`src/source/video_regs_pkg.sv`:
```
package video_regs_pkg;

   localparam int APB_AW = 14;
   localparam int APB_DW = 8;

   // memory sizes as address bits
   localparam int DSP_AW  = 11;     // 2 KB display RAM
   localparam int FONT_AW = 12;     // 4 KB font RAM

   // address map
   localparam logic [APB_AW-1:0] DSP_BASE    = 14'h0000;
   localparam logic [APB_AW-1:0] FONT_BASE   = 14'h1000;
   localparam logic [APB_AW-1:0] OPREG_ADDR  = 14'h2000;
   localparam logic [APB_AW-1:0] MODREG_ADDR = 14'h2004;

   // RAM reads behave like an undriven bus
   localparam logic [APB_DW-1:0] RD_UNDRIVEN = 8'hff;

   // opreg fields
   localparam int OP_MODE_80_BIT = 2;
   localparam int OP_INVVIDE_BIT = 3;

   // modreg fields
   localparam int MOD_MODSEL_BIT   = 2;   // 32/40 column double width
   localparam int MOD_ENALTSET_BIT = 3;

   localparam logic [1:0] BLOCK_PREFIX = 2'b10;

   // one display byte, decoded as text or as 2x3 block graphic
   typedef union packed {
      struct packed {
         logic       inv;     // inverse video bit
         logic       alt;     // alternate set bit
         logic [5:0] code;
      } text;
      struct packed {
         logic [1:0] prefix;
         logic [5:0] cells;   // bit 0 top left, bit 5 bottom right
      } block;
   } char_code_u;

endpackage

```
`src/source/video_timing_pkg.sv`:
```
package video_timing_pkg;

   // counter widths
   localparam int PIX_W  = 3;
   localparam int COL_W  = 7;
   localparam int LINE_W = 5;
   localparam int ROW_W  = 5;

   typedef logic [PIX_W-1:0]  pix_t;    // pixel within a character
   typedef logic [COL_W-1:0]  col_t;    // character column
   typedef logic [LINE_W-1:0] line_t;   // scan line within a char row
   typedef logic [ROW_W-1:0]  row_t;    // character row

   localparam int H_COLS_TOTAL = 100;   // 800 clocks per line
   localparam int COLS_ACT_80  = 80;
   localparam int COLS_ACT_64  = 64;
   localparam int CROWS_ACT_80 = 24;
   localparam int CROWS_ACT_64 = 16;
   localparam int ROWS_80      = 20;    // 10 font rows shown twice
   localparam int ROWS_64      = 24;    // 12 font rows shown twice

   // last line of the frame, 525 lines in either mode
   localparam int END_ROW_80  = 26;
   localparam int END_LINE_80 = 4;
   localparam int END_ROW_64  = 21;
   localparam int END_LINE_64 = 20;

   localparam int COL_OFS_64 = 8;       // centers 64x16 horizontally
   localparam int ROW_OFS_64 = 2;

   localparam int H_SYNC_START      = 658;   // as col*8 + pix
   localparam int H_SYNC_END        = 754;
   localparam int V_SYNC_ROW_80     = 24;
   localparam int V_SYNC_ROW_64     = 20;
   localparam int V_SYNC_LINE_START = 9;
   localparam int V_SYNC_LINE_END   = 11;

   localparam int LOAD_PIX   = 4;       // shifter load slot
   localparam int GLYPH_ROWS = 12;      // font rows past this are blank

endpackage
```
`src/source/pixel_shifter.sv`:
```
`timescale 1ns/1ps

module pixel_shifter (
   input  logic                        vga_clk,
   input  logic                        rst_n,
   input  video_timing_pkg::pix_t      pix,
   input  logic                        dsp_act,
   input  logic                        fetch_en,
   input  logic                        modsel,
   input  logic                        invvide,
   input  logic [7:0]                  glyph,
   input  video_regs_pkg::char_code_u  code,
   input  logic [3:0]                  font_row,
   output logic                        pixel_data
);
   import video_timing_pkg::*;
   import video_regs_pkg::*;

   logic [7:0] shift_q;
   logic [7:0] load_val;
   logic       is_block;
   logic       load_slot;
   logic       shift_en;

   // block graphics only without inverse video
   assign is_block  = (code.block.prefix == BLOCK_PREFIX) && !invvide;
   assign load_slot = (pix == pix_t'(LOAD_PIX));
   assign shift_en  = !modsel || !pix[0];   // load slot is even so it also shifts

   always_comb
   begin
      if (is_block)
      begin
         // four font rows per cell pair, even cell on the left
         case (font_row[3:2])
            2'd0:    load_val = {{4{code.block.cells[0]}}, {4{code.block.cells[1]}}};
            2'd1:    load_val = {{4{code.block.cells[2]}}, {4{code.block.cells[3]}}};
            2'd2:    load_val = {{4{code.block.cells[4]}}, {4{code.block.cells[5]}}};
            default: load_val = '0;
         endcase
      end
      else
      begin
         load_val = (font_row >= 4'(GLYPH_ROWS)) ? 8'h00 : glyph;
         if (code.text.inv && invvide)
            load_val = ~load_val;
      end
   end

   always_ff @(posedge vga_clk or negedge rst_n)
   begin
      if (!rst_n)
         shift_q <= '0;
      else if (load_slot && fetch_en)
         shift_q <= load_val;              // first pixel out at pix 5
      else if (load_slot && !dsp_act)
         shift_q <= '0;                    // blank outside the text area
      else if (shift_en)
         shift_q <= {shift_q[6:0], 1'b0};
   end

   assign pixel_data = shift_q[7];

endmodule

```
`config.mk`:
```
export PLATFORM = sky130hd
export DESIGN_NAME = pixel_shifter
export DESIGN_NICKNAME = d
export VERILOG_FILES = /design/src/source/video_regs_pkg.sv /design/src/source/video_timing_pkg.sv /design/src/source/pixel_shifter.sv
export SDC_FILE = /design/constraint.sdc
export NUM_CORES = 1
export LEC_CHECK = 0
export BUFFER_PORTS_ARGS = -buffer_cell sky130_fd_sc_hd__buf_2
export CORE_MARGIN = 3
export CORE_UTILIZATION = 36
export DETAILED_ROUTE_END_ITERATION = 10
export SLEW_MARGIN = 5
export SYNTH_ARGS = -nofsm -noshare
export SYNTH_HDL_FRONTEND = slang
export SYNTH_SLANG_ARGS = --single-unit
```
`constraint.sdc`:
```
create_clock -name vga_clk -period 1.6 [get_ports vga_clk]
set_input_delay 0.32 -clock vga_clk [delete_from_list [all_inputs] [get_ports vga_clk]]
set_output_delay 0.32 -clock vga_clk [all_outputs]
set_load 0.03 [all_outputs]
```
# Word-level counts from Yosys, hierarchy flattened
# Cells that the tools add are included.
# op_classes
magnitude_cmp,1
eq_ne,4
muxes,7
bitwise,1
n_reduce_logical,11
# op_table
operator,count
$mux 8,6
$pmux 8 s3,1
$not 8->8,1
$eq 2x2->1 const B,2
$ge 4x4->1 const B,1
$logic_and 1x1->1,4
$logic_not 1->1,4
$eq 3x3->1 const B,1
$reduce_bool 3->1,1
$eq 2x1->1 const B,1
$logic_not 2->1,1
$logic_or 1x1->1,1
# word_totals
reg_bits,8
input_bits,29
out_inout_bits,1
elab_cells,25

# Longest topological paths before layout
# depth
depth_word,6
ltp_mapped,5
mapped_depth_nobuf,4

# Worst setup path before layout
# OpenSTA, ideal clock, no wires.
# synth_timing
kind,input port to flip-flop
startpoint,in pix[1]
endpoint,reg shift_q[4]
setup_ps,147
t_arrival_ps,1192
required_time_ps,1453
path_slack_ps,261
stages,4
n_path_buf,1
cell_sequence,or4b_1 > buf_2 > a21oi_1 > a221oi_1
# synth_between
elab_chain_len,4
word_cells_on_any_way,6
cone_classes,eq/ne: 1; mux: 2; reduce/logical: 3
# synth_rtl
item,line,text
"start, declared",pixel_shifter.sv:6,"input video_timing_pkg::pix_t pix,"
$eq 3x3->1 *,pixel_shifter.sv:27,assign load_slot = (pix == pix_t'(LOAD_PIX));
$logic_and 1x1->1,pixel_shifter.sv:56,else if (load_slot && !dsp_act)
$mux 8,pixel_shifter.sv:56,
$mux 8,pixel_shifter.sv:54,else if (load_slot && fetch_en)
"end signal, assigned",pixel_shifter.sv:55,shift_q <= load_val;
"end signal, assigned",pixel_shifter.sv:59,"shift_q <= {shift_q[6:0], 1'b0};"
"end, declared",pixel_shifter.sv:19,logic [7:0] shift_q;
# Every way passes the cells marked *; elsewhere a longest branch is shown, timed or not.
# A chain may end at the register's enable or synchronous reset.

# Worst setup path in the final report
# layout_timing
startpoint,in pix[0]
endpoint,reg shift_q[5]
# layout_between
elab_chain_len,4
word_cells_on_any_way,8
cone_classes,eq/ne: 1; mux: 2; reduce/logical: 5
# layout_rtl
item,line
$eq 3x3->1,pixel_shifter.sv:27
$logic_and 1x1->1,pixel_shifter.sv:56
$mux 8,pixel_shifter.sv:56
$mux 8,pixel_shifter.sv:54
# Parallel ways exist; a longest one is shown, timed or not.

==> impl_metrics.tcl <==
set metrics [dict create \
    startpoint_type "input pin" \
    wl_per_cell_microns 11.9 \
    initial_utilization_pct 40.9 \
    reg_top3 "shift_q (8)" \
    seq_area_sq_um 200 \
    rsz0062_at_grt "no" \
    arrival_ns 1.41 \
    synth_flop_cell "dfrtp_1" \
    power_frac_clock_pct 26.2 \
    synth_nets 105 \
    synth_area_per_cell_sq_um 8.76 \
    ys_seq_area_share_pct 30.1 \
    worst_ep_required_time_ns 1.72 \
    synth.area.top_cells "dfrtp_1, a21oi_2, a21oi_1" \
    crit_type "in -> reg" \
    slew_headroom_pct 70.2 \
    met1_usage_pct 20.4 \
    multi_input_area_sq_um 440 \
    p_comb_share_pct 31.2 \
    synth_cells 76 \
    tightest_slew_ns 0.446 \
    grt.overflow.total 0 \
    antenna_found_initial 0 \
    p_int_mw 0.408 \
    numClockSinks 8 \
    grt-busiest-layer "met1" \
    cts_tree "yes" \
    crit_slowest_cell "or4b_1" \
    ir_drop_mv 0.265 \
    clkTransAtPathRegs_ns 0.05 \
    drive_gt1_share_pct 41.5 \
    min_period_ns 1.29 \
    remaining_drc_errors 0 \
    grt_max_degree 16 \
    n_fill_cell 161 \
    crit_path_max_incr_delay_ns 0.65 \
    endpoint_kind "register" \
    syn_area_sq_um 666 \
    ios 30 \
    syn_to_final_growth_pct 29.3 \
    final_net_count 137 \
    clock-root-buffer "clkbuf_4" \
    p_total_mw 0.587 \
    grtUsageMet2_pct 18.8 \
    die_h_microns 49 \
    routed-via-count 686 \
    pwr-share-seq_pct 42.6 \
    grt_pass1_vias 571 \
    die-area_sq_um 2400 \
    cp_max_fo 7 \
    cp_num_buf_inv 1 \
    critical_path.cell_chain "buf_2, or4b_1, a21oi_1, a221oi_1" \
    final.setup_skew_ns 0.00105 \
    n_antenna_cell 0 \
    top_register "shift_q" \
    die_w_microns 49 \
    drt_iter0_drc 37 \
    clockBufferDepth 2 \
    swShare_pct 30.4 \
    htree_levels 1 \
    powerDensity_nw_per_um2 682 \
    layout_commonest_cell "buf_2" \
    grt_usage_pct 13.9 \
    crit_family "simple AND/OR/NAND/NOR gates" \
    ys_async_sr_fraction_pct 100 \
    synth.distinct_cells 28 \
    fin_crit_sh_pct 80.3 \
    finalSetupViolCount 0 \
    slew_violations 0 \
    yosysTopAreaCell "dfrtp_1" \
    grt_pass1_wl_mm 2.60 \
    hp-class "in -> reg" \
    core_area_sq_um 1630 \
    place_hpwl_mm 1.26 \
    status "finished clean" \
    portBuffers 27 \
    routed_wl_mm 1.55 \
    numCtsBuffers 3 \
    power.switching_mw 0.178 \
    clk_latency_ns 0.25 \
    cts_setup_buffers 0 \
    postRouteAntennaNets 0 \
    synth-seq-cells 8 \
    hold_viol_final 0 \
    cellLeakagePower_nw 0.391 \
    setup_tns_ns 0 \
    placementRows 14 \
    dr.pass1.iters 4 \
    gp_congestion 0.758 \
    final_cell_mix "buf_2, a21oi_1, dfrtp_1" \
    viasPerCell 5.28 \
    yosys_warnings 0 \
    yosys.area.top_type_share_pct 30.1 \
    synth-edff-count 0 \
    drv_cap 0 \
    grtUsageMet3_pct 3.67 \
    largest_register_ffs 8 \
    max_freq_mhz 778 \
]
==> synth_stat cells (2+ instances only) <==
library cell  instances
a21oi_1               9
a21oi_2               6
a221oi_1              4
and3_1                6
buf_2                 2
dfrtp_1               8
mux2i_1               3
nand2_1               5
nand3b_1              3
nor2_1                7
nor3_1                2
o21ai_1               5
==> worst paths after layout <==
kind                                         from  cells past startpoint  slack (ns)                      to
hold reg to reg            shift_q[0]$_DFFE_PN0P_                      1        0.57  shift_q[0]$_DFFE_PN0P_
setup reg to reg           shift_q[2]$_DFFE_PN0P_                      2        0.77  shift_q[3]$_DFFE_PN0P_
max in group asynchronous                   rst_n                      2        1.01  shift_q[7]$_DFFE_PN0P_
hold / removal                             modsel                      2        0.36  shift_q[0]$_DFFE_PN0P_
setup / recovery                           pix[0]                      4        0.31  shift_q[5]$_DFFE_PN0P_
min in group asynchronous                   rst_n                      2        0.43  shift_q[5]$_DFFE_PN0P_
==> power by group through the flow <==
stage | Clock, mW | Combinational [mW] | Sequential [mW]
2_1_floorplan | 0 | 0.106 | 0.260
6_report | 0.154 | 0.183 | 0.250
3_5_place_dp | 0 | 0.182 | 0.253
5_1_grt | 0.170 | 0.207 | 0.254
3_3_place_gp | 0 | 0.180 | 0.253
4_1_cts | 0.161 | 0.184 | 0.250
==> worst reg2reg max path, stage by stage, from the launching register on <==
cell and delay, ns:
dfrtp_1 0.39, a21oi_2 0.08, a2111oi_2 0.26
==> per-layer routing <==
layer	part of all wire (%)	routed length (microns)
met4	1.4	21
met1	49	756
met2	43	672
met3	6.6	103
met5	0	0
==> timing repair <==
item / 4_1_cts / 5_1_grt
hold buffers: 1 / 0
gates resized for setup: 0 / 0
hold endpoints to repair: 8 / 0
==> through the flow <==
step	worst slack [ns]	std cells	util [%]	hold slack, ns	instance area (sq um)
5_1_grt	0.208	130	52.8	0.366	861
3_5_place_dp	0.0509	126	50.8	0.171	828
4_1_cts	0.324	130	52.8	0.351	861
2_1_floorplan	0.261	76	-	0.0244	666
6_report	0.315	130	52.8	0.362	861
3_3_place_gp	0.0623	126	50.8	0.173	828
==> final cells by class <==
type                    count  area share [%]
multi-input cells          64            51.2
repair buffers             31            19.5
well taps                  24            3.49
clock buffers               3            2.62
flip-flops and latches      8            23.3
==> kinds of logic (layout without fill, tap and decap cells) <==
logic type,count (synthesis),in the layout,synth area share [%]
AOI/OAI and AO/OA,31,31,34.2
and+or+nand+nor,30,30,27.4
DFF,8,8,30.1
buffers and inverters,4,34,3.76
muxes,3,3,4.51
Note: power is estimated with default switching activity, not from simulation.
