File: src/source/video_timing_pkg.sv
package video_timing_pkg;

   // counter widths
   localparam int PIX_W  = 3;
   localparam int COL_W  = 7;
   localparam int LINE_W = 5;
   localparam int ROW_W  = 5;

   typedef logic [PIX_W-1:0]  pix_t;    // pixel within a character
   typedef logic [COL_W-1:0]  col_t;    // character column
   typedef logic [LINE_W-1:0] line_t;   // scan line within a char row
   typedef logic [ROW_W-1:0]  row_t;    // character row

   localparam int H_COLS_TOTAL = 100;   // 800 clocks per line
   localparam int COLS_ACT_80  = 80;
   localparam int COLS_ACT_64  = 64;
   localparam int CROWS_ACT_80 = 24;
   localparam int CROWS_ACT_64 = 16;
   localparam int ROWS_80      = 20;    // 10 font rows shown twice
   localparam int ROWS_64      = 24;    // 12 font rows shown twice

   // last line of the frame, 525 lines in either mode
   localparam int END_ROW_80  = 26;
   localparam int END_LINE_80 = 4;
   localparam int END_ROW_64  = 21;
   localparam int END_LINE_64 = 20;

   localparam int COL_OFS_64 = 8;       // centers 64x16 horizontally
   localparam int ROW_OFS_64 = 2;

   localparam int H_SYNC_START      = 658;   // as col*8 + pix
   localparam int H_SYNC_END        = 754;
   localparam int V_SYNC_ROW_80     = 24;
   localparam int V_SYNC_ROW_64     = 20;
   localparam int V_SYNC_LINE_START = 9;
   localparam int V_SYNC_LINE_END   = 11;

   localparam int LOAD_PIX   = 4;       // shifter load slot
   localparam int GLYPH_ROWS = 12;      // font rows past this are blank

endpackage
File: src/source/raster_counter.sv
`timescale 1ns/1ps

module raster_counter (
   input  logic                     vga_clk,
   input  logic                     rst_n,
   input  logic                     mode_80_req,
   input  logic                     modsel,
   output video_timing_pkg::pix_t   pix,
   output video_timing_pkg::col_t   col,
   output video_timing_pkg::line_t  line,
   output video_timing_pkg::row_t   row,
   output logic                     mode_80,
   output logic                     dsp_act,
   output logic                     fetch_en,
   output logic                     h_sync,
   output logic                     v_sync
);
   import video_timing_pkg::*;

   col_t                   col_cnt;     // raw column 0..99
   row_t                   row_cnt;     // raw char row
   col_t                   ofs_col;     // column inside the 64x16 window
   row_t                   ofs_row;
   line_t                  line_last;
   logic                   frame_end;
   logic [COL_W+PIX_W-1:0] h_pos;
   row_t                   vs_row;

   assign line_last = mode_80 ? line_t'(ROWS_80 - 1) : line_t'(ROWS_64 - 1);

   always_comb
   begin
      if (mode_80)
         frame_end = (row_cnt == row_t'(END_ROW_80)) && (line == line_t'(END_LINE_80));
      else
         frame_end = (row_cnt == row_t'(END_ROW_64)) && (line == line_t'(END_LINE_64));
   end

   always_ff @(posedge vga_clk or negedge rst_n)
   begin
      if (!rst_n)
      begin
         pix     <= '0;
         col_cnt <= '0;
         line    <= '0;
         row_cnt <= '0;
         mode_80 <= 1'b0;                 // comes up in 64x16
      end
      else
      begin
         pix <= pix + pix_t'(1);
         if (pix == '1)
         begin
            if (col_cnt == col_t'(H_COLS_TOTAL - 1))
            begin
               col_cnt <= '0;
               if (frame_end)
               begin
                  line    <= '0;
                  row_cnt <= '0;
                  mode_80 <= mode_80_req;  // mode only switches between frames
               end
               else if (line == line_last)
               begin
                  line    <= '0;
                  row_cnt <= row_cnt + row_t'(1);
               end
               else
                  line <= line + line_t'(1);
            end
            else
               col_cnt <= col_cnt + col_t'(1);
         end
      end
   end

   assign ofs_col = col_cnt - col_t'(COL_OFS_64);   // wraps high left of window
   assign ofs_row = row_cnt - row_t'(ROW_OFS_64);

   // display coordinates for the fetch
   assign col = mode_80 ? col_cnt : ofs_col;
   assign row = mode_80 ? row_cnt : ofs_row;

   always_comb
   begin
      if (mode_80)
         dsp_act = (col_cnt < col_t'(COLS_ACT_80)) && (row_cnt < row_t'(CROWS_ACT_80));
      else
         dsp_act = (ofs_col < col_t'(COLS_ACT_64)) && (ofs_row < row_t'(CROWS_ACT_64));
   end

   assign fetch_en = dsp_act && (!modsel || !col[0]);   // double width skips odd cols

   assign h_pos  = {col_cnt, pix};
   assign vs_row = mode_80 ? row_t'(V_SYNC_ROW_80) : row_t'(V_SYNC_ROW_64);

   always_ff @(posedge vga_clk or negedge rst_n)
   begin
      if (!rst_n)
      begin
         h_sync <= 1'b0;
         v_sync <= 1'b0;
      end
      else
      begin
         if (h_pos == (COL_W+PIX_W)'(H_SYNC_START))
            h_sync <= 1'b1;
         else if (h_pos == (COL_W+PIX_W)'(H_SYNC_END))
            h_sync <= 1'b0;

         // frame line 489 to 491 in both modes
         if (row_cnt == vs_row && line == line_t'(V_SYNC_LINE_START))
            v_sync <= 1'b1;
         else if (row_cnt == vs_row && line == line_t'(V_SYNC_LINE_END))
            v_sync <= 1'b0;
      end
   end

endmodule

File: config.mk
export PLATFORM = sky130hd
export DESIGN_NAME = raster_counter
export DESIGN_NICKNAME = d
export VERILOG_FILES = /design/src/source/video_timing_pkg.sv /design/src/source/raster_counter.sv
export SDC_FILE = /design/constraint.sdc
export NUM_CORES = 1
export LEC_CHECK = 0
export BUFFER_PORTS_ARGS = -buffer_cell sky130_fd_sc_hd__clkbuf_2
export CAP_MARGIN = 20
export CORE_ASPECT_RATIO = 2
export CORE_MARGIN = 1
export CORE_UTILIZATION = 50
export CTS_CLUSTER_DIAMETER = 60
export CTS_CLUSTER_SIZE = 30
export DETAILED_ROUTE_END_ITERATION = 10
export PLACE_DENSITY = 0.7
export SYNTH_ARGS = -nofsm -noshare
export SYNTH_HDL_FRONTEND = slang
export SYNTH_SLANG_ARGS = --single-unit
export TNS_END_PERCENT = 1
File: constraint.sdc
create_clock -name vga_clk -period 2 [get_ports vga_clk]
set_input_delay 0.2 -clock vga_clk [delete_from_list [all_inputs] [get_ports vga_clk]]
set_output_delay 0.2 -clock vga_clk [all_outputs]
set_load 0.01 [all_outputs]
; ---- Word level (Yosys, flattened, before mapping)
; Index checks and enable logic that the tools add are counted.
; Widths: inputs -> output; s select.
[totals]
regBits = 23
out_inout_bits = 25
inputBits = 4
wordCells = 60
[classes]
addsub = 6
n_eq_ne = 12
mux = 15
n_lt_le_gt_ge = 4
n_reduce_logical = 16
[op_table]
columns = op, n
row1 = $mux 5, 5
row2 = $eq 10x10->1 const B, 2
row3 = $eq 5x5->1 const B, 3
row4 = $lt 7x7->1 const B, 2
row5 = $mux 7, 2
row6 = $add 5x1->5 const B, 2
row7 = $eq 5x4->1 const B, 2
row8 = $eq 5x5->1, 2
row9 = $lt 5x5->1 const B, 2
row10 = $add 7x1->7 const B, 1
row11 = $eq 7x7->1 const B, 1
row12 = $logic_and 1x1->1, 7
row13 = $sub 7x4->7 const B, 1
row14 = $mux 1, 6
row15 = $reduce_and 3->1, 2
row16 = $reduce_bool 2->1, 3
row17 = $eq 5x3->1 const B, 1
row18 = $sub 5x2->5 const B, 1
row19 = $mux 4, 1
row20 = $add 3x1->3 const B, 1
row21 = $eq 3x3->1 const B, 1
row22 = $mux 3, 1
row23 = $logic_not 1->1, 2
row24 = $reduce_and 2->1, 1
row25 = $logic_or 1x1->1, 1

; ---- Logic depth before layout (Yosys ltp)
[logic_depth]
depth_word = 5
depth_mapped = 7

; ---- Least setup slack after synthesis
; No wires, ideal clock.
[synth_path]
path_type = register to register
start = register line[0]
end = register mode_80
path_stages_with_launch = 8
slack_ns = 0.201
synth_period_minus_slack_ns = 1.799
n_path_buf = 1
t_required_ns = 1.872
arrival_ns = 1.672
setup_time_ns = 0.128
path_cell_list = dfrtp_1 > inv_1 > ha_1 > nand2_1 > or2_2 > buf_1 > nor3_1 > mux2_1
[synth_between]
elab_chain_cells = 4
[synth_lines]
columns = element, line_no
row1 = from (decl), raster_counter.sv:10  ; output video_timing_pkg::line_t line,
row2 = from (signal assigned), raster_counter.sv:69  ; line <= line + line_t'(1);
row3 = $eq 5x5->1 or $eq 5x3->1 (tied branches), "raster_counter.sv:36, raster_counter.sv:34"
row4 = $logic_and 1x1->1 (on tied branches), "raster_counter.sv:36, raster_counter.sv:34"
row5 = $mux 1 (*), raster_counter.sv:33  ; if (mode_80)
row6 = $reduce_and 3->1 (no line) (*), n/a
row7 = to (signal assigned), raster_counter.sv:61  ; mode_80 <= mode_80_req;
row8 = to (decl), raster_counter.sv:12  ; output logic mode_80,
; Every way passes the cells marked *; elsewhere a longest branch is shown, timed or not.
; A chain may end at the register's enable or synchronous reset.

; ---- Final worst setup path
[layout_path]
start = register mode_80
end = output port fetch_en
[layout_between]
elab_chain_cells = 4
[layout_lines]
columns = element, line_no
row1 = $mux 7, raster_counter.sv:81  ; assign col = mode_80 ? col_cnt : ofs_col;
row2 = $logic_not 1->1, raster_counter.sv:92  ; assign fetch_en = dsp_act && (!modsel || !col[0]);
row3 = $logic_or 1x1->1, raster_counter.sv:92
row4 = $logic_and 1x1->1 (*), raster_counter.sv:92
row5 = to (decl), raster_counter.sv:14  ; output logic fetch_en,
; Marked as above.

==> impl_summary.txt <==
----------------------------------------------------
[Status]
  Outcome ... complete, no violations

[Job]
  Number of violations of the max-capacitance limit ... 0

[Power]
  Maximum ir drop on the vdd rail ... 0.000335 V
  Lkg Pwr ... 0.931 nW
  Total power density per cell area ... 397 mW/mm^2

[STA]
  Worst slew slack as a fraction of its limit ... 58.8%
  Setup violation total in the final timing report ... 0
  Share of the cycle needed by the critical path after routing ... 94.0%
  Unrepaired setup endpoints after global routing ... no
  Maximum clock frequency ... 532 MHz
  Final-report max-slew violation count ... 0
  Total negative slack for setup checks ... 0 ns
  Post-layout minimum cycle time ... 1.88 ns
  Final number of hold-violating endpoints ... 0
  Layout Skew ... 0.00884 ns
  Slew at the pin with the worst max-slew slack ... 0.618 ns

[Logic synthesis]
  Leading post-synthesis cells by cell area ... sky130_fd_sc_hd__dfrtp_1, sky130_fd_sc_hd__ha_1, sky130_fd_sc_hd__nand2_1
  Summed instance area of the synthesized netlist ... 0.00171 sq mm
  Warnings from Yosys ... 0
  Top-count cell post-synth ... sky130_fd_sc_hd__dfrtp_1
  Total nets after synthesis ... 207
  Synth cell count leaders ... sky130_fd_sc_hd__dfrtp_1, sky130_fd_sc_hd__nand2_1, sky130_fd_sc_hd__ha_1
  Count of distinct cell types in the synthesized netlist ... 54
  Library cell with the largest summed area after synthesis ... sky130_fd_sc_hd__dfrtp_1
  Fraction of post-synthesis cell area in the top cell type by area ... 33.7%
  Flip-flop and latch count after synthesis ... 23
  Most common flop cell mapped by yosys ... sky130_fd_sc_hd__dfrtp_1
  Synthesized instance count ... 187
  Proportion of synthesized flip-flops having asynchronous set or reset ... 100%
  Sequential area share after synthesis ... 33.7%
  Synthesized area per cell ... 9.13 sq um
  Number of enable-type register cells in the synthesized netlist ... 0

[Setup path]
  Maximum fanout along the worst path ... 8
  CP arrival ... 1.68 ns
  Endpoint of the lowest-slack register-to-register path ... mode_80
  Kind of launch point of the worst setup path ... register
  Data required time of the critical path ... 1.80 ns
  Sequence of cells on the critical path ... buf_4 -> nand2_1 -> a211o_1 -> a221oi_2 -> clkbuf_2
  Cell with the largest stage delay on the worst path ... sky130_fd_sc_hd__dfrtp_2
  Worst reg-to-reg setup slack ... 0.18 ns
  Largest incremental delay on the critical path ... 0.43 ns
  Kind of capture point of the worst setup path ... output pin
  Critical path start-end classification ... reg2out
  Cells on worst reg2reg path ... 6
  Buf+Inv Stages, Crit Path ... 2
  Critical R2R Launch ... line[1]
  Number of cells on the critical path ... 5
  Largest delay contributor family on the critical path ... compound AO/OA/AOI/OAI gates

[Clocking]
  Max clock buf depth ... 2
  Worst-Skew Late Latency ... 0.27 ns
  CTS H-tree lvls ... 1
  Clock-pin slew on the worst setup and hold paths ... 0.08 ns
  Clock buffers created by TritonCTS ... 3
  Clock sink total ... 23
  TritonCTS clock tree ... built
  Clk root buf ... sky130_fd_sc_hd__clkbuf_8

[Detailed routing]
  Number of vias per cell after detailed routing ... 6.12
  Count of vias placed by the detailed router ... 1518
  Count of antenna-violating nets left after detailed routing ... 0
  Iteration-0 DRC count of the detailed router ... 56
  Post-route DRC violation count ... 0
  Drt pass-1 iters ... 4
  Average wire per cell in the routed design ... 16.9 um
  Total routed wirelength ... 4190 um

[Layout]
  Final std cell area, no fill ... 0.00197 sq mm
  Final antenna diode count ... 0
  # nets final ... 238
  Layout Area Growth over Synthesis ... 15.5%
  Filler cells ... 273
  Layout cell share with drive strength beyond 1 ... 27.2%

[Die]
  Effective utilization at floorplan ... 53.4%
  Chip Width ... 43.3 um
  Die height ... 84.6 um
  Total I/O pin count ... 29
  Placement row count ... 29
  Core area ... 0.00319 sq mm
  Die Footprint ... 0.00366 sq mm

[Hold path]
  Hold path startpoint ... mode_80_req
  Hold Crit Class ... in2reg
  Number of stages on the worst hold path ... 2
  Min-Delay Endpoint ... mode_80

[Global route]
  Overflow left after global routing ... 0
  Overall routing resource usage ... 24.6%
  Number of antenna violations at the first check in global routing ... 0
  Maximum number of pins on one net before global-route repair ... 24
  Via count of the first global-routing pass ... 1537
  Global-route wire length before repair ... 6920 um

[Placement]
  Number of buffer cells added on primary ports ... 28
  Placer's final routability congestion estimate ... 0.908
  Hpwl dp ... 3100 um
  Instance area after placement ... 0.00186 sq mm

----------------------------------------------------
metal layers:
metal	share of wire [%]	global-route usage (%)	vias to the layer above
met3	3.4	3.01	18
li1	-	-	714
met1	35	25.7	734
met2	56	44.1	52
met4	5.5	14.9	0
met5	0	0	-
how the worst max path moves through the flow:
stage | start | to
after floorplan | line[0] | mode_80
final | mode_80 | fetch_en
after CTS | row_cnt[3] | fetch_en
after global routing | pix[1] | row_cnt[0]
after detailed placement | pix[1] | mode_80
after global placement | pix[0] | mode_80
area by class of cell:
cell class / instances / area (sq um) / area share [%]
clock buffer: 3 / 41.3 / 2.10
clock inverter: 1 / 7.51 / 0.381
inverter: 13 / 48.8 / 2.48
multi-input combinational: 133 / 990 / 50.2
sequential: 23 / 582 / 29.5
tap: 31 / 38.8 / 1.97
timing repair buffer: 44 / 263 / 13.3
registers in the layout, indices dropped and copies added (netlist names):
| name | cells |
|---|---|
| col_cnt | 7 |
| h_sync | 1 |
| line | 5 |
| mode_80 | 1 |
| pix | 3 |
| row_cnt | 5 |
| v_sync | 1 |
power by group:
group          switching, W  leakage, nW  internal, W  total [W]
Clock              0.000162       0.0217     0.000141   0.000303
Combinational     0.0000105        0.611   0.00000332  0.0000138
Sequential                0        0.299     0.000465   0.000465
placed cells by master, fill, tap and decap left out, types with 3 or more instances in the layout:
cell                       Yosys  routed
sky130_fd_sc_hd__and3_1        3       3
sky130_fd_sc_hd__buf_4         5      15
sky130_fd_sc_hd__clkbuf_2      0      28
sky130_fd_sc_hd__clkbuf_8      0       3
sky130_fd_sc_hd__dfrtp_1      23      18
sky130_fd_sc_hd__dfrtp_2       0       5
sky130_fd_sc_hd__ha_1         16      16
sky130_fd_sc_hd__inv_1        13      13
sky130_fd_sc_hd__nand2_1      21      21
sky130_fd_sc_hd__nand3_1       8       8
sky130_fd_sc_hd__nand4_1       5       5
sky130_fd_sc_hd__nor2_1        5       5
sky130_fd_sc_hd__o211ai_1      6       6
sky130_fd_sc_hd__o21ai_0       7       7
sky130_fd_sc_hd__or3_1         3       3
sky130_fd_sc_hd__xnor2_1       6       6
sky130_fd_sc_hd__xor2_1        4       4
kinds of logic after synthesis:
group | synth area share [%]
AO/OA/AOI/OAI | 14.8
XOR/XNOR | 5.13
adder cells (fa/ha/maj) | 11.7
buffers and inverters | 9.68
flip-flops | 33.7
multiplexers | 2.49
AND/OR/NAND/NOR | 22.4
worst register-to-register path: cells and delay by family (launching register included):
family / cells / cell delay (ns)
simple gates: 3 / 0.66
flops: 1 / 0.44
mux: 1 / 0.34
fa+ha+maj: 1 / 0.15
buf+inv: 1 / 0.11
what timing repair did:
| action | CTS | global route |
|---|---|---|
| pin swaps | 0 | 0 |
| gates resized for setup | 2 | 7 |
| hold endpoints to repair | 23 | 0 |
| hold buffers | 1 | 0 |
| setup endpoints to repair | 1 | 2 |
| setup buffers | 1 | 2 |
through the flow:
stage | std cells | hold slack (ns) | setup slack (ns) | power (W) | util [%]
after global placement | 240 | 0.226 | 0.237 | 0.000486 | 58.2
after floorplan | 187 | -0.0956 | 0.201 | 0.000474 | -
after global routing | 248 | 0.168 | 0.0137 | 0.000810 | 61.7
final | 248 | 0.169 | 0.121 | 0.000782 | 61.7
after CTS | 246 | 0.171 | 0.0193 | 0.000785 | 60.4
after detailed placement | 240 | 0.236 | 0.129 | 0.000487 | 58.2
Note: power is estimated with default switching activity, not from simulation.
