**src/source/video_regs_pkg.sv**
```systemverilog
package video_regs_pkg;

   localparam int APB_AW = 14;
   localparam int APB_DW = 8;

   // memory sizes as address bits
   localparam int DSP_AW  = 11;     // 2 KB display RAM
   localparam int FONT_AW = 12;     // 4 KB font RAM

   // address map
   localparam logic [APB_AW-1:0] DSP_BASE    = 14'h0000;
   localparam logic [APB_AW-1:0] FONT_BASE   = 14'h1000;
   localparam logic [APB_AW-1:0] OPREG_ADDR  = 14'h2000;
   localparam logic [APB_AW-1:0] MODREG_ADDR = 14'h2004;

   // RAM reads behave like an undriven bus
   localparam logic [APB_DW-1:0] RD_UNDRIVEN = 8'hff;

   // opreg fields
   localparam int OP_MODE_80_BIT = 2;
   localparam int OP_INVVIDE_BIT = 3;

   // modreg fields
   localparam int MOD_MODSEL_BIT   = 2;   // 32/40 column double width
   localparam int MOD_ENALTSET_BIT = 3;

   localparam logic [1:0] BLOCK_PREFIX = 2'b10;

   // one display byte, decoded as text or as 2x3 block graphic
   typedef union packed {
      struct packed {
         logic       inv;     // inverse video bit
         logic       alt;     // alternate set bit
         logic [5:0] code;
      } text;
      struct packed {
         logic [1:0] prefix;
         logic [5:0] cells;   // bit 0 top left, bit 5 bottom right
      } block;
   } char_code_u;

endpackage

```
**src/source/apb_reg_fsm.sv**
```systemverilog
`timescale 1ns/1ps

module apb_reg_fsm (
   input  logic                               vga_clk,
   input  logic                               rst_n,
   input  logic                               psel,
   input  logic                               penable,
   input  logic                               pwrite,
   input  logic [video_regs_pkg::APB_AW-1:0]  paddr,
   input  logic [video_regs_pkg::APB_DW-1:0]  pwdata,
   output logic                               pready,
   output logic [video_regs_pkg::APB_DW-1:0]  prdata,
   output logic                               pslverr,
   output logic                               mode_80_req,
   output logic                               invvide,
   output logic                               modsel,
   output logic                               enaltset,
   output logic                               dsp_we,
   output logic                               font_we,
   output logic [video_regs_pkg::APB_AW-1:0]  wr_addr,
   output logic [video_regs_pkg::APB_DW-1:0]  wr_data
);
   import video_regs_pkg::*;

   localparam logic [1:0] IDLE   = 2'd0;
   localparam logic [1:0] SETUP  = 2'd1;   // the single wait cycle
   localparam logic [1:0] ACCESS = 2'd2;   // pready cycle

   logic [1:0]        state;
   logic              start;               // bus in its setup phase
   logic              sel_dsp, sel_font, sel_op, sel_mod;
   logic              write_q;
   logic              dsp_hit, font_hit, op_hit, mod_hit;
   logic              wr_fire;
   logic [APB_DW-1:0] opreg;
   logic [APB_DW-1:0] modreg;

   assign start = psel && !penable;

   // map decode on the live address
   assign sel_dsp  = paddr[APB_AW-1:DSP_AW] == DSP_BASE[APB_AW-1:DSP_AW];
   assign sel_font = paddr[APB_AW-1:FONT_AW] == FONT_BASE[APB_AW-1:FONT_AW];
   assign sel_op   = paddr == OPREG_ADDR;
   assign sel_mod  = paddr == MODREG_ADDR;

   always_ff @(posedge vga_clk or negedge rst_n)
   begin
      if (!rst_n)
      begin
         state    <= IDLE;
         write_q  <= 1'b0;
         dsp_hit  <= 1'b0;
         font_hit <= 1'b0;
         op_hit   <= 1'b0;
         mod_hit  <= 1'b0;
      end
      else
      begin
         case (state)
            IDLE:
            begin
               if (start)
               begin
                  state    <= SETUP;
                  write_q  <= pwrite;
                  dsp_hit  <= sel_dsp;
                  font_hit <= sel_font;
                  op_hit   <= sel_op;
                  mod_hit  <= sel_mod;
               end
            end
            SETUP:   state <= (psel && penable) ? ACCESS : IDLE;   // master dropped out
            default: state <= IDLE;
         endcase
      end
   end

   // address and data held for the write strobe
   always_ff @(posedge vga_clk)
   begin
      if (state == IDLE && start)
      begin
         wr_addr <= paddr;
         wr_data <= pwdata;
      end
   end

   assign pready  = (state == ACCESS);
   assign pslverr = pready && !(dsp_hit || font_hit || op_hit || mod_hit);
   assign wr_fire = pready && write_q;      // lands on the pready edge
   assign dsp_we  = wr_fire && dsp_hit;
   assign font_we = wr_fire && font_hit;

   always_ff @(posedge vga_clk or negedge rst_n)
   begin
      if (!rst_n)
      begin
         opreg  <= '0;
         modreg <= '0;
      end
      else
      begin
         if (wr_fire && op_hit)
            opreg <= wr_data;
         if (wr_fire && mod_hit)
            modreg <= wr_data;
      end
   end

   always_comb
   begin
      if (op_hit)
         prdata = opreg;
      else if (mod_hit)
         prdata = modreg;
      else
         prdata = RD_UNDRIVEN;             // RAM and unmapped reads
   end

   assign mode_80_req = opreg[OP_MODE_80_BIT];
   assign invvide     = opreg[OP_INVVIDE_BIT];
   assign modsel      = modreg[MOD_MODSEL_BIT];
   assign enaltset    = modreg[MOD_ENALTSET_BIT];

endmodule

```
**config.mk**
```make
export PLATFORM = sky130hd
export DESIGN_NAME = apb_reg_fsm
export DESIGN_NICKNAME = d
export VERILOG_FILES = /design/src/source/video_regs_pkg.sv /design/src/source/apb_reg_fsm.sv
export SDC_FILE = /design/constraint.sdc
export NUM_CORES = 1
export LEC_CHECK = 0
export ABC_CLOCK_PERIOD_IN_PS = 2300
export BUFFER_PORTS_ARGS = -buffer_cell sky130_fd_sc_hd__buf_2
export CORE_ASPECT_RATIO = 0.7
export CORE_MARGIN = 2
export CORE_UTILIZATION = 33
export DETAILED_ROUTE_END_ITERATION = 16
export PLACE_DENSITY = 0.59
export SLEW_MARGIN = 20
export SYNTH_ARGS = -nofsm -noshare
export SYNTH_HDL_FRONTEND = slang
export SYNTH_SLANG_ARGS = --single-unit
export TNS_END_PERCENT = 30
```
**constraint.sdc**
```tcl
create_clock -name vga_clk -period 2.3 [get_ports vga_clk]
set_clock_uncertainty 0.05 [all_clocks]
set_input_delay 0.345 -clock vga_clk [delete_from_list [all_inputs] [get_ports vga_clk]]
set_output_delay 0.345 -clock vga_clk [all_outputs]
set_load 0.03 [all_outputs]
```
# Word level (Yosys, flattened, before mapping)
# Cells that the tools add are included.
# word_totals
latchBits	0
inputBits	27
romBits	0
wordCells	38
ff_bits	45
mem_count	0
ram_bits	0
# classes
muxes	5
n_mul	0
n_shift	0
n_eq_ne	6
order_cmp	0
div	0
reduce_logical	17
bitwise_logic	0
addsub	0
# op_table
operator	n
$eq 14x14->1 const B	2
$mux 8	2
$logic_and 1x1->1	9
$eq 2x1->1 const B	2
$mux 2	2
$pmux 2 s2	1
$logic_not 3->1	1
$logic_or 1x1->1	3
$eq 2x2->1 const B	1
$logic_not 1->1	2
$logic_not 2->1	1
$ne 2x2->1 const B	1
$reduce_and 2->1	1

# Depth between registers and ports, before layout
# Gate-level depths: netlist of the first run.
# logic_depth
depth_word	5
mapped_depth	5

# Worst setup path after synthesis of the first run
# OpenSTA, ideal clock, no wires.
# synth_timing
path_kind	reg2out
startpoint	reg state[0]
endpoint	out pslverr
path_stages_with_launch	5
slack_ns	0.478
arrival_time_ns	1.427
required_time_ns	1.905
cell_sequence	dfrtp_1 > nor2b_1 > buf_2 > nand2_1 > nor3_1
# synth_via
elab_chain_cells	2
# synth_rtl
item	line_no	source
from (decl)	apb_reg_fsm.sv:29	logic [1:0] state;
from (signal assigned)	apb_reg_fsm.sv:72	SETUP: state <= (psel && penable) ? ACCESS : IDLE;
$eq 2x2->1	apb_reg_fsm.sv:88	assign pready = (state == ACCESS);
named net pready	apb_reg_fsm.sv:11	output logic pready,
$logic_and 1x1->1	apb_reg_fsm.sv:89	assign pslverr = pready && !(dsp_hit || font_hit || op_hit || mod_hit);
to (decl)	apb_reg_fsm.sv:13	output logic pslverr,
# The timed path passes the listed nets, and every way through them passes these cells.

# Worst setup path after layout of the first run
# layout_timing
startpoint	reg state[0]
endpoint	out pslverr
# layout_via
elab_chain_cells	2
# layout_rtl
item	line_no
$eq 2x2->1	apb_reg_fsm.sv:88
$logic_and 1x1->1	apb_reg_fsm.sv:89
# Every way passes these cells.

==> summary.txt, run 1 <==
Setup path
  • WS Path Type: reg -> out
  • RR Startpoint: state[1]$_DFFE_PN0P_
  • Crit Path Max Fanout: 6
  • Worst path cell trace: nor2b_1 -> nand2_1 -> nor3_1 -> buf_2
  • Crit path DAT: 1.52 ns
  • FF-to-FF path depth: 2
  • CP top delay family: simple AND/OR/NAND/NOR gates
  • Worst R2R Setup Slack: 0.62 ns
  • CP max-delay cell: dfrtp_1
  • Worst path max stage delay: 0.39 ns
  • Crit path capture type: output port
  • Reg2reg end: wr_data[5]$_DFFE_PP_
  • Worst setup SP type: register
  • Data required, critical path: 1.90 ns
  • Critical path depth: 4
  • CP Buf/Inv Count: 1

STA
  • Fin. Hold Viols: 0
  • RSZ-0062 raised after global routing: no
  • Crit path time final: 1.91 ns
  • Slew Viols, Final: 0
  • FMAX: 0.522 GHz
  • Max-slew headroom: 0.644
  • Worst-margin pin slew: 0.535 ns
  • Final setup violation count: 0
  • Fin crit share: 0.832
  • Setup Total Neg Slack: 0 ns

Detailed routing
  • Drt via density: 4.46
  • Pre-antenna DRT Iters: 4
  • DRT iter0 DRCs: 20
  • Drt wl/cell: 12.7 um
  • DRT antenna net count: 0
  • Final wirelength: 3340 um
  • Vias: 1174
  • DRC errors left: 0

CTS
  • CTS hold repair buffers: 1
  • # resized after CTS: 0
  • H-Tree Level Count: 2
  • Clock sinks: 45
  • TritonCTS clock tree: built
  • Clk slew on worst S/H paths: 0.08 ns
  • Maximum buffer depth of the clock tree: 2
  • CTS root buf: clkbuf_8
  • Total CTS buffers: 5
  • Post-CTS setup buffer count: 0
  • Worst skew pair latency: 0.30 ns

Logic synthesis
  • Cell taking the most area after synthesis: edfxtp_1
  • Post-synth EDFFs: 22
  • Top FF cell, synth: dfrtp_1
  • Net Count, Synth: 146
  • Ranking of synthesized cells by area: edfxtp_1 38%, dfrtp_1 33%, mux2_2 10%
  • Commonest cells in the synthesized netlist: 23 x dfrtp_1, 22 x edfxtp_1, 16 x mux2_2, 9 x inv_1, 9 x nand2_1
  • Synth unique cells: 26
  • Ys Warns: 0
  • Mapped Cells: 119
  • Synthesized area per cell: 14.6 um2
  • Cell Area, Synth: 0.00174 mm2
  • Asr flop ratio synth: 0.511
  • Yosys reg bits: 45
  • Most frequent cell after synthesis: dfrtp_1
  • Register area share after synthesis: 0.711
  • Area share of the largest cell type after synthesis: 0.380

Power and ir drop
  • PwrDens: 656 mW/mm2
  • Peak supply drop: 322 uV
  • P_leak: 1.04 nW

Place
  • Placed cell count: 254
  • Placer Congestion: 0.724
  • HPWL Detailed: 2420 um
  • PortBufs: 64

Global route
  • Global route overflow: 0
  • Vias in the first global route: 1093
  • Initial antenna violation count: 0
  • Global-route wire length before repair: 5350 um
  • GR Util All Layers: 0.122
  • Maximum number of pins on one net before global-route repair: 25

Worst hold path
  • Hold EP: wr_data[6]$_DFFE_PP_
  • Min-delay worst type: in -> reg
  • Hold wc startpoint: pwdata[6]
  • Hold depth: 1

Floorplanning
  • Die area: 0.00588 mm2
  • IO Pins: 65
  • Starting density of the core: 0.338
  • Core region area: 0.00515 mm2
  • Die span in y: 64.7 um
  • Chip width: 90.8 um
  • Rows: 22

Finish
  • Area growth syn-to-layout: 28.5%
  • Diode count: 0
  • Layout net count: 217
  • Non-filler cells in the finished layout: 263
  • Fin util: 0.434
  • Layout cells sized above 1: 0.487

Run
  • Max-cap viol count: 0

Run status
  • Status: complete, no violations
-- cells in the final DEF (no fill, tap or decap), types with 2 or more instances in the layout --
cell type and count:
buf_2 64, dfrtp_1 23, edfxtp_1 22, mux2_2 16, inv_1 9, nand2_1 9
a21oi_1 8, nor2_1 8, clkbuf_8 5, clkbuf_1 3, nor3b_1 2, nand2b_1 2
nor3_1 2, and3_1 2, nand3_2 2, buf_4 2
-- stage by stage --
step | worst slack [ns] | hold WS [ns] | area, um2 | total power (W)
detailed placement | 0.584 | 0.304 | 2140 | 0.00102
global placement | 0.593 | 0.300 | 2140 | 0.00102
CTS | 0.353 | 0.159 | 2230 | 0.00149
finish | 0.386 | 0.167 | 2230 | 0.00147
global route | 0.238 | 0.155 | 2230 | 0.00153
floorplan | 0.478 | -0.000591 | 1740 | 0.000962
-- power breakdown --
group          switching, W  leakage (nW)  total, W  internal (W)
Sequential        0.0000141         0.522  0.000888      0.000874
Combinational     0.0000766         0.481  0.000113     0.0000367
Clock              0.000249        0.0395  0.000465      0.000216
-- logic make-up (layout without fill, tap and decap cells) --
| kind of cell | after synthesis | after routing | synth area share |
|---|---|---|---|
| AOI/OAI and AO/OA | 12 | 12 | 0.0475 |
| and+or+nand+nor | 33 | 33 | 0.104 |
| buffers and inverters | 13 | 85 | 0.0338 |
| DFF | 45 | 45 | 0.711 |
| muxes | 16 | 16 | 0.104 |
-- metal layers --
| layer | vias up | routed length (um) | track usage |
|---|---|---|---|
| met5 | - | 0 | 0 |
| met4 | 0 | 59 | 0.0625 |
| met3 | 7 | 192 | 0.0326 |
| met2 | 44 | 1460 | 0.175 |
| met1 | 559 | 1630 | 0.170 |
| li1 | 564 | - | - |
-- how the worst max path moves through the flow --
| stage | startpoint | to |
|---|---|---|
| floorplan | state[0]$_DFFE_PN0P_ | pslverr |
| global placement | penable | wr_data[7]$_DFFE_PP_ |
| detailed placement | penable | wr_data[7]$_DFFE_PP_ |
| CTS | state[0]$_DFFE_PN0P_ | pslverr |
| global route | state[0]$_DFFE_PN0P_ | pslverr |
| finish | state[0]$_DFFE_PN0P_ | pslverr |
-- sequential cells by signal, summed over array words and instances (netlist names) --
name and count:
wr_addr 14, wr_data 8, modreg 8, state 2, op_hit 1, mod_hit 1, font_hit 1, opreg 8
dsp_hit 1, write_q 1
-- final cells by class --
| class | count | area (um2) |
|---|---|---|
| flip-flops and latches | 45 | 1240 |
| inverters | 10 | 38.8 |
| fillers | 516 | 2910 |
| well taps | 72 | 90.1 |
| clock buffers | 8 | 80.1 |
| multi-input cells | 61 | 444 |
| repair buffers | 67 | 345 |
No activity file was read; power rests on OpenSTA's default activity.
==> inputs of run 2 (changes only) <==
--- a/config.mk
+++ b/config.mk
@@ -5,7 +5,7 @@
 export SDC_FILE = /design/constraint.sdc
 export NUM_CORES = 1
 export LEC_CHECK = 0
-export ABC_CLOCK_PERIOD_IN_PS = 2300
+export ABC_CLOCK_PERIOD_IN_PS = 1980
 export BUFFER_PORTS_ARGS = -buffer_cell sky130_fd_sc_hd__buf_2
 export CORE_ASPECT_RATIO = 0.7
 export CORE_MARGIN = 2
==> constraint.sdc (replaced) <==
create_clock -name vga_clk -period 1.98 [get_ports vga_clk]
set_clock_uncertainty 0.05 [all_clocks]
set_input_delay 0.297 -clock vga_clk [delete_from_list [all_inputs] [get_ports vga_clk]]
set_output_delay 0.297 -clock vga_clk [all_outputs]
set_load 0.03 [all_outputs]
==> summary.txt, run 2 (same netlist as run 1, synthesis figures left out) <==
Global route
  • Global route overflow: 0 (unchanged)
  • Initial antenna violation count: 0 (unchanged)
  • Maximum number of pins on one net before global-route repair: 25 (unchanged)
  • Global-route wire length before repair: 5420 um (+1.4%)
  • Vias in the first global route: 1099 (+0.55%)
  • GR Util All Layers: 0.123 (+0.00141)

Finish
  • Fin area: 0.00225 mm2 (+0.56%)
  • Most common cell after layout, fill and taps aside: buf_2
  • Layout net count: 217 (unchanged)
  • Diode count: 0 (unchanged)
  • Storage cell area: 0.00124 mm2 (unchanged)
  • Area growth syn-to-layout: 29.2%
  • Layout cells sized above 1: 0.497 (+0.0105)
  • FILL cells: 498 (-3.5%)
  • Multi-input logic area: 447 um2 (+0.56%)
  • Fin util: 0.437 (+0.00243)
  • Top reg by flops: wr_addr
  • Most frequent cells in the layout: 64 x buf_2, 23 x dfrtp_1, 22 x edfxtp_1
  • Max reg flops: 14 (unchanged)

Detailed routing
  • Routed length on met3: 185 um (-3.6%)
  • Highest metal used: met4
  • DRT iter0 DRCs: 49 (+150%)
  • Drt via density: 4.35 (-2.5%)
  • Drt wl/cell: 12.9 um (+1.9%)
  • Pre-antenna DRT Iters: 3 (-1)
  • Final wirelength: 3400 um (+1.9%)
  • Vias: 1145 (-2.5%)
  • DRC errors left: 0 (unchanged)
  • Met2 WL: 1460 um (about the same)
  • DRT antenna net count: 0 (unchanged)
  • DRT met1 WL: 1680 um (+3.1%)

Floorplanning
  • Core region area: 0.00515 mm2 (unchanged)
  • Die area: 0.00588 mm2 (unchanged)
  • Die span in y: 64.7 um (unchanged)
  • Chip width: 90.8 um (unchanged)
  • IO Pins: 65 (unchanged)
  • Starting density of the core: 0.338 (unchanged)
  • Rows: 22 (unchanged)

STA
  • Crit path time final: 1.80 ns
  • Setup Total Neg Slack: 0 ns (unchanged)
  • RSZ-0062 raised after global routing: no
  • Fin. Hold Viols: 0 (unchanged)
  • Worst Hold Slack: 0.118 ns (-0.0491 ns)
  • FMAX: 0.554 GHz
  • Worst-margin pin slew: 0.513 ns (-0.0218 ns)
  • Final setup violation count: 0 (unchanged)
  • Fin crit share: 0.911
  • Max-slew headroom: 0.658 (+0.0145)
  • Slew Viols, Final: 0 (unchanged)

Run status
  • Status: complete, no violations

Place
  • PortBufs: 64 (unchanged)
  • DP Area: 0.00214 mm2 (unchanged)
  • Placer Congestion: 0.716 (-1.2%)
  • HPWL Detailed: 2450 um (+1.1%)

CTS
  • Total CTS buffers: 5 (unchanged)
  • Clock sinks: 45 (unchanged)
  • Maximum buffer depth of the clock tree: 2 (unchanged)
  • Clk slew on worst S/H paths: 0.08 ns (about the same)
  • H-Tree Level Count: 2 (unchanged)
  • Worst skew pair latency: 0.30 ns (about the same)
  • Post-CTS setup buffer count: 0 (unchanged)
  • TritonCTS clock tree: built
  • CTS root buf: clkbuf_8

Power and ir drop
  • Peak supply drop: 348 uV (+8.2%)
  • P_leak: 1.05 nW (+0.58%)
  • PwrDens: 773 mW/mm2 (+18%)

Setup path
  • Worst path cell trace: nand2b_1 -> nor2_1 -> a21oi_1 -> buf_2
  • Crit path DAT: 1.46 ns (-0.06 ns)
  • Data required, critical path: 1.63 ns (-0.27 ns)
  • WS Path Type: reg -> out
  • CP Buf/Inv Count: 1 (unchanged)
  • Worst setup SP type: register
  • Crit Path Max Fanout: 6 (unchanged)
  • Crit path capture type: output port
  • CP top delay family: flip-flops
  • CP max-delay cell: dfrtp_1
  • Worst path max stage delay: 0.46 ns (+0.07 ns)

Run
  • Max-cap viol count: 0 (unchanged)

Worst hold path
  • Min-delay worst type: in -> reg
==> run 2: layout make-up <==
type	count	area share
clock buffers	8	0.0401
inverters	10	0.0173
multi-input cells	61	0.199
flip-flops and latches	45	0.550
well taps	72	0.0401
repair buffers	67	0.154
==> run 2: where the power goes <==
| group | internal (W) | leakage, nW | switching [W] | total (W) |
|---|---|---|---|---|
| Sequential | 0.00102 | 0.522 | 0.0000169 | 0.00103 |
| Combinational | 0.0000428 | 0.481 | 0.0000888 | 0.000132 |
| Clock | 0.000285 | 0.0455 | 0.000290 | 0.000574 |
| Total | 0.00134 | 1.05 | 0.000395 | 0.00174 |
==> run 2: path summary, 6_finish.rpt <==
path	cells past startpoint	slack [ns]	start	endpoint
min in group asynchronous	2	0.44	rst_n	state[0]$_DFFE_PN0P_
max in group asynchronous	2	1.09	rst_n	opreg[7]$_DFFE_PN0P_
setup reg to reg	2	0.29	state[0]$_DFFE_PN0P_	wr_data[4]$_DFFE_PP_
setup / recovery	4	0.18	mod_hit$_DFFE_PN0P_	prdata[1]
hold / removal	1	0.12	pwdata[5]	wr_data[5]$_DFFE_PP_
hold reg to reg	1	0.46	modreg[5]$_DFFE_PN0P_	modreg[5]$_DFFE_PN0P_
==> run 2: what timing repair did <==
action | CTS | global route
setup endpoints to repair | 0 | 1
hold endpoints to repair | 23 | 0
hold buffers | 1 | 0
resized for setup | 0 | 1
==> run 2: metal layers <==
metal | track usage | up-vias
li1 | - | 563
met1 | 0.171 | 535
met2 | 0.175 | 38
met3 | 0.0337 | 9
met4 | 0.0682 | 0
met5 | 0 | -
==> run 2: metrics by stage <==
| step | cells | setup slack, ns | power (W) |
|---|---|---|---|
| 2_1_floorplan | 119 | 0.206 | 0.00112 |
| 3_3_place_gp | 254 | 0.300 | 0.00118 |
| 3_5_place_dp | 254 | 0.294 | 0.00118 |
| 4_1_cts | 263 | 0.0983 | 0.00176 |
| 5_1_grt | 263 | 0.0747 | 0.00182 |
| 6_report | 263 | 0.177 | 0.00174 |
==> inputs of run 3 (changes only) <==
--- a/config.mk
+++ b/config.mk
@@ -5,6 +5,7 @@
 export SDC_FILE = /design/constraint.sdc
 export NUM_CORES = 1
 export LEC_CHECK = 0
+export ABC_AREA = 1
 export ABC_CLOCK_PERIOD_IN_PS = 1980
 export BUFFER_PORTS_ARGS = -buffer_cell sky130_fd_sc_hd__buf_2
 export CORE_ASPECT_RATIO = 0.7
==> summary.txt, run 3 <==
STA
  • RSZ-0062 raised after global routing: no
  • Max-slew headroom: 0.646 (-0.0121)
  • Final setup violation count: 0 (unchanged)
  • Crit path time final: 1.76 ns (-0.0428 ns)
  • Slew Viols, Final: 0 (unchanged)
  • Fin crit share: 0.889 (-0.0216)
  • Fin. Hold Viols: 0 (unchanged)
  • Worst-margin pin slew: 0.531 ns (+0.0181 ns)
  • Final worst slack: 0.219 ns (+0.0428 ns)
  • FMAX: 0.568 GHz (+2.4%)
  • Setup Total Neg Slack: 0 ns (unchanged)

CTS
  • Post-CTS setup buffer count: 0 (unchanged)
  • # resized after CTS: 0 (unchanged)
  • TritonCTS clock tree: built
  • Total CTS buffers: 5 (unchanged)
  • H-Tree Level Count: 2 (unchanged)
  • Clk slew on worst S/H paths: 0.08 ns (about the same)
  • Maximum buffer depth of the clock tree: 2 (unchanged)
  • CTS root buf: clkbuf_8
  • Clock sinks: 45 (unchanged)
  • Worst skew pair latency: 0.29 ns (about the same)
  • CTS hold repair buffers: 1 (unchanged)

Floorplanning
  • Chip width: 93.5 um (+3.0%)
  • IO Pins: 65 (unchanged)
  • Starting density of the core: 0.348 (+0.0105)
  • Core region area: 0.00531 mm2 (+3.2%)
  • Die area: 0.00623 mm2 (+6.1%)
  • Rows: 22 (unchanged)
  • Die span in y: 66.7 um (+3.0%)

Power and ir drop
  • Peak supply drop: 249 uV (-29%)
  • PwrDens: 730 mW/mm2 (-5.6%)
  • P_leak: 1.13 nW (+7.6%)

Logic synthesis
  • Cell taking the most area after synthesis: edfxtp_1
  • Area share of the largest cell type after synthesis: 0.357 (-0.0229)
  • Yosys reg bits: 45 (unchanged)
  • Cell Area, Synth: 0.00185 mm2 (+6.4%)
  • Asr flop ratio synth: 0.511 (unchanged)
  • Ys Warns: 0 (unchanged)
  • Top FF cell, synth: dfrtp_1
  • Register area share after synthesis: 0.668 (-0.0428)
  • Most frequent cell after synthesis: nand2_1
  • Ranking of synthesized cells by area: edfxtp_1 36%, dfrtp_1 31%, nand2_1 8.5%
  • Net Count, Synth: 195 (+34%)
  • Mapped Cells: 168 (+41%)
  • Post-synth EDFFs: 22 (unchanged)
  • Commonest cells in the synthesized netlist: 42 x nand2_1, 23 x dfrtp_1, 22 x edfxtp_1, 22 x inv_1, 16 x o21ai_2
  • Synth unique cells: 14 (-46%)
  • Synthesized area per cell: 11.0 um2 (-25%)

Setup path
  • Crit path capture type: output port
  • Critical Path Source: mod_hit$_DFFE_PN0P_
  • Crit Path Max Fanout: 8 (+2)
  • Worst setup SP type: register
  • Crit path DAT: 1.41 ns (-0.05 ns)
  • Worst R2R Setup Slack: 0.60 ns (+0.31 ns)
  • Reg2reg end: wr_data[0]$_DFFE_PP_
  • Setup crit end: prdata[4]
  • WS Path Type: reg -> out
  • Data required, critical path: 1.63 ns (about the same)
  • RR Startpoint: state[1]$_DFFE_PN0P_
  • FF-to-FF path depth: 4 (+2)

Detailed routing
  • DRT antenna net count: 0 (unchanged)
  • Drt wl/cell: 12.0 um (-7.0%)
  • DRC errors left: 0 (unchanged)
  • Vias: 1347 (+18%)
  • Drt via density: 4.30 (-1.2%)
  • Final wirelength: 3770 um (+11%)
  • DRT iter0 DRCs: 33 (-33%)
  • Pre-antenna DRT Iters: 4 (+1)

Place
  • Placer Congestion: 0.689 (-3.7%)
  • Pre-CTS setup slack: 0.557 ns (+0.263 ns)
  • Placed cell count: 304 (+20%)
  • PortBufs: 64 (unchanged)
  • HPWL Detailed: 2750 um (+12%)

Worst hold path
  • Min-delay worst type: in -> reg
  • Hold depth: 1 (unchanged)

Global route
  • Most Crowded Layer GR: met2
  • Met1 GRT Util: 0.180 (+0.00959)
  • Global route overflow: 0 (unchanged)
  • Maximum number of pins on one net before global-route repair: 24 (-4.0%)
  • Initial antenna violation count: 0 (unchanged)
  • Met3 usage: 0.0396 (+0.00587)
  • Met2 Use GR: 0.206 (+0.0306)
  • Vias in the first global route: 1318 (+20%)
  • GR Util All Layers: 0.133 (+0.0101)
  • Global-route wire length before repair: 6270 um (+16%)

Finish
  • Non-filler cells in the finished layout: 313 (+19%)
  • Diode count: 0 (unchanged)
  • Top reg by flops: wr_addr
  • Area growth syn-to-layout: 26.9%
  • Most frequent cells in the layout: 64 x buf_2, 42 x nand2_1, 23 x dfrtp_1
  • Layout cells sized above 1: 0.407 (-0.0907)
  • Layout net count: 267 (+23%)
  • Most common cell after layout, fill and taps aside: buf_2
  • Max reg flops: 14 (unchanged)

Run status
  • Status: complete, no violations

Run
  • Max-cap viol count: 0 (unchanged)
==> run 3: changes by cell type after synthesis, moves of 7 or more <==
cell     previous run  this run
a21oi_1             8         0
inv_1               9        22
mux2_2             16         0
nand2_1             9        42
nor2_1              8        15
o21ai_0             1        11
o21ai_2             1        16
==> run 3: final cells by class <==
cell class | count | area (um2)
Inverter | 22 | 82.6
Clock buffer | 6 | 72.6
Clock inverter | 2 | 10.0
Multi-Input combinational cell | 98 | 504
Timing Repair Buffer | 68 | 353
Fill cell | 535 | 2960
Sequential cell | 45 | 1240
Tap cell | 72 | 90.1
==> run 3: worst min path at each step <==
| stage | slack (ns) | startpoint | endpoint |
|---|---|---|---|
| 6_report | 0.12 | pwdata[7] | wr_data[7]$_DFFE_PP_ |
| 3_5_place_dp | 0.25 | rst_n | modreg[3]$_DFFE_PN0P_ |
| 5_1_grt | 0.11 | pwdata[1] | wr_data[1]$_DFFE_PP_ |
| 3_3_place_gp | 0.25 | rst_n | modreg[3]$_DFFE_PN0P_ |
| 4_1_cts | 0.11 | pwdata[4] | wr_data[4]$_DFFE_PP_ |
| 2_1_floorplan | -0.05 | rst_n | dsp_hit$_DFFE_PN0P_ |
==> run 3: where the power goes <==
part / switching [W] / internal, W / total [W]
logic: 0.000107 / 0.0000465 / 0.000153
clock network: 0.000293 / 0.000245 / 0.000537
registers: 0.00000896 / 0.00102 / 0.00102
==> run 3: cell families after synthesis <==
| group | share of synthesized area |
|---|---|
| compound gates | 0.105 |
| buf+inv | 0.0595 |
| flops | 0.668 |
| simple gates | 0.167 |
==> run 3: layer usage <==
layer	vias to the layer above	routed length, um
li1	682	-
met1	626	1870
met2	34	1650
met3	5	212
met4	0	38
met5	-	0
==> run 3: per-stage QoR <==
step / instance area, um2 / power, W / hold WS (ns) / util
3_5_place_dp: 2260 / 0.00120 / 0.254 / 0.425
4_1_cts: 2350 / 0.00174 / 0.112 / 0.442
3_3_place_gp: 2260 / 0.00120 / 0.254 / 0.425
5_1_grt: 2350 / 0.00180 / 0.112 / 0.442
6_report: 2350 / 0.00171 / 0.124 / 0.442
2_1_floorplan: 1850 / 0.00113 / -0.0486 / -
==> run 3: worst max-delay path, stage by stage, from the launching register on <==
cell and delay [ns]:
dfrtp_1 0.46, inv_1 0.17, o21ai_0 0.21, nand2_1 0.10
buf_2 0.19
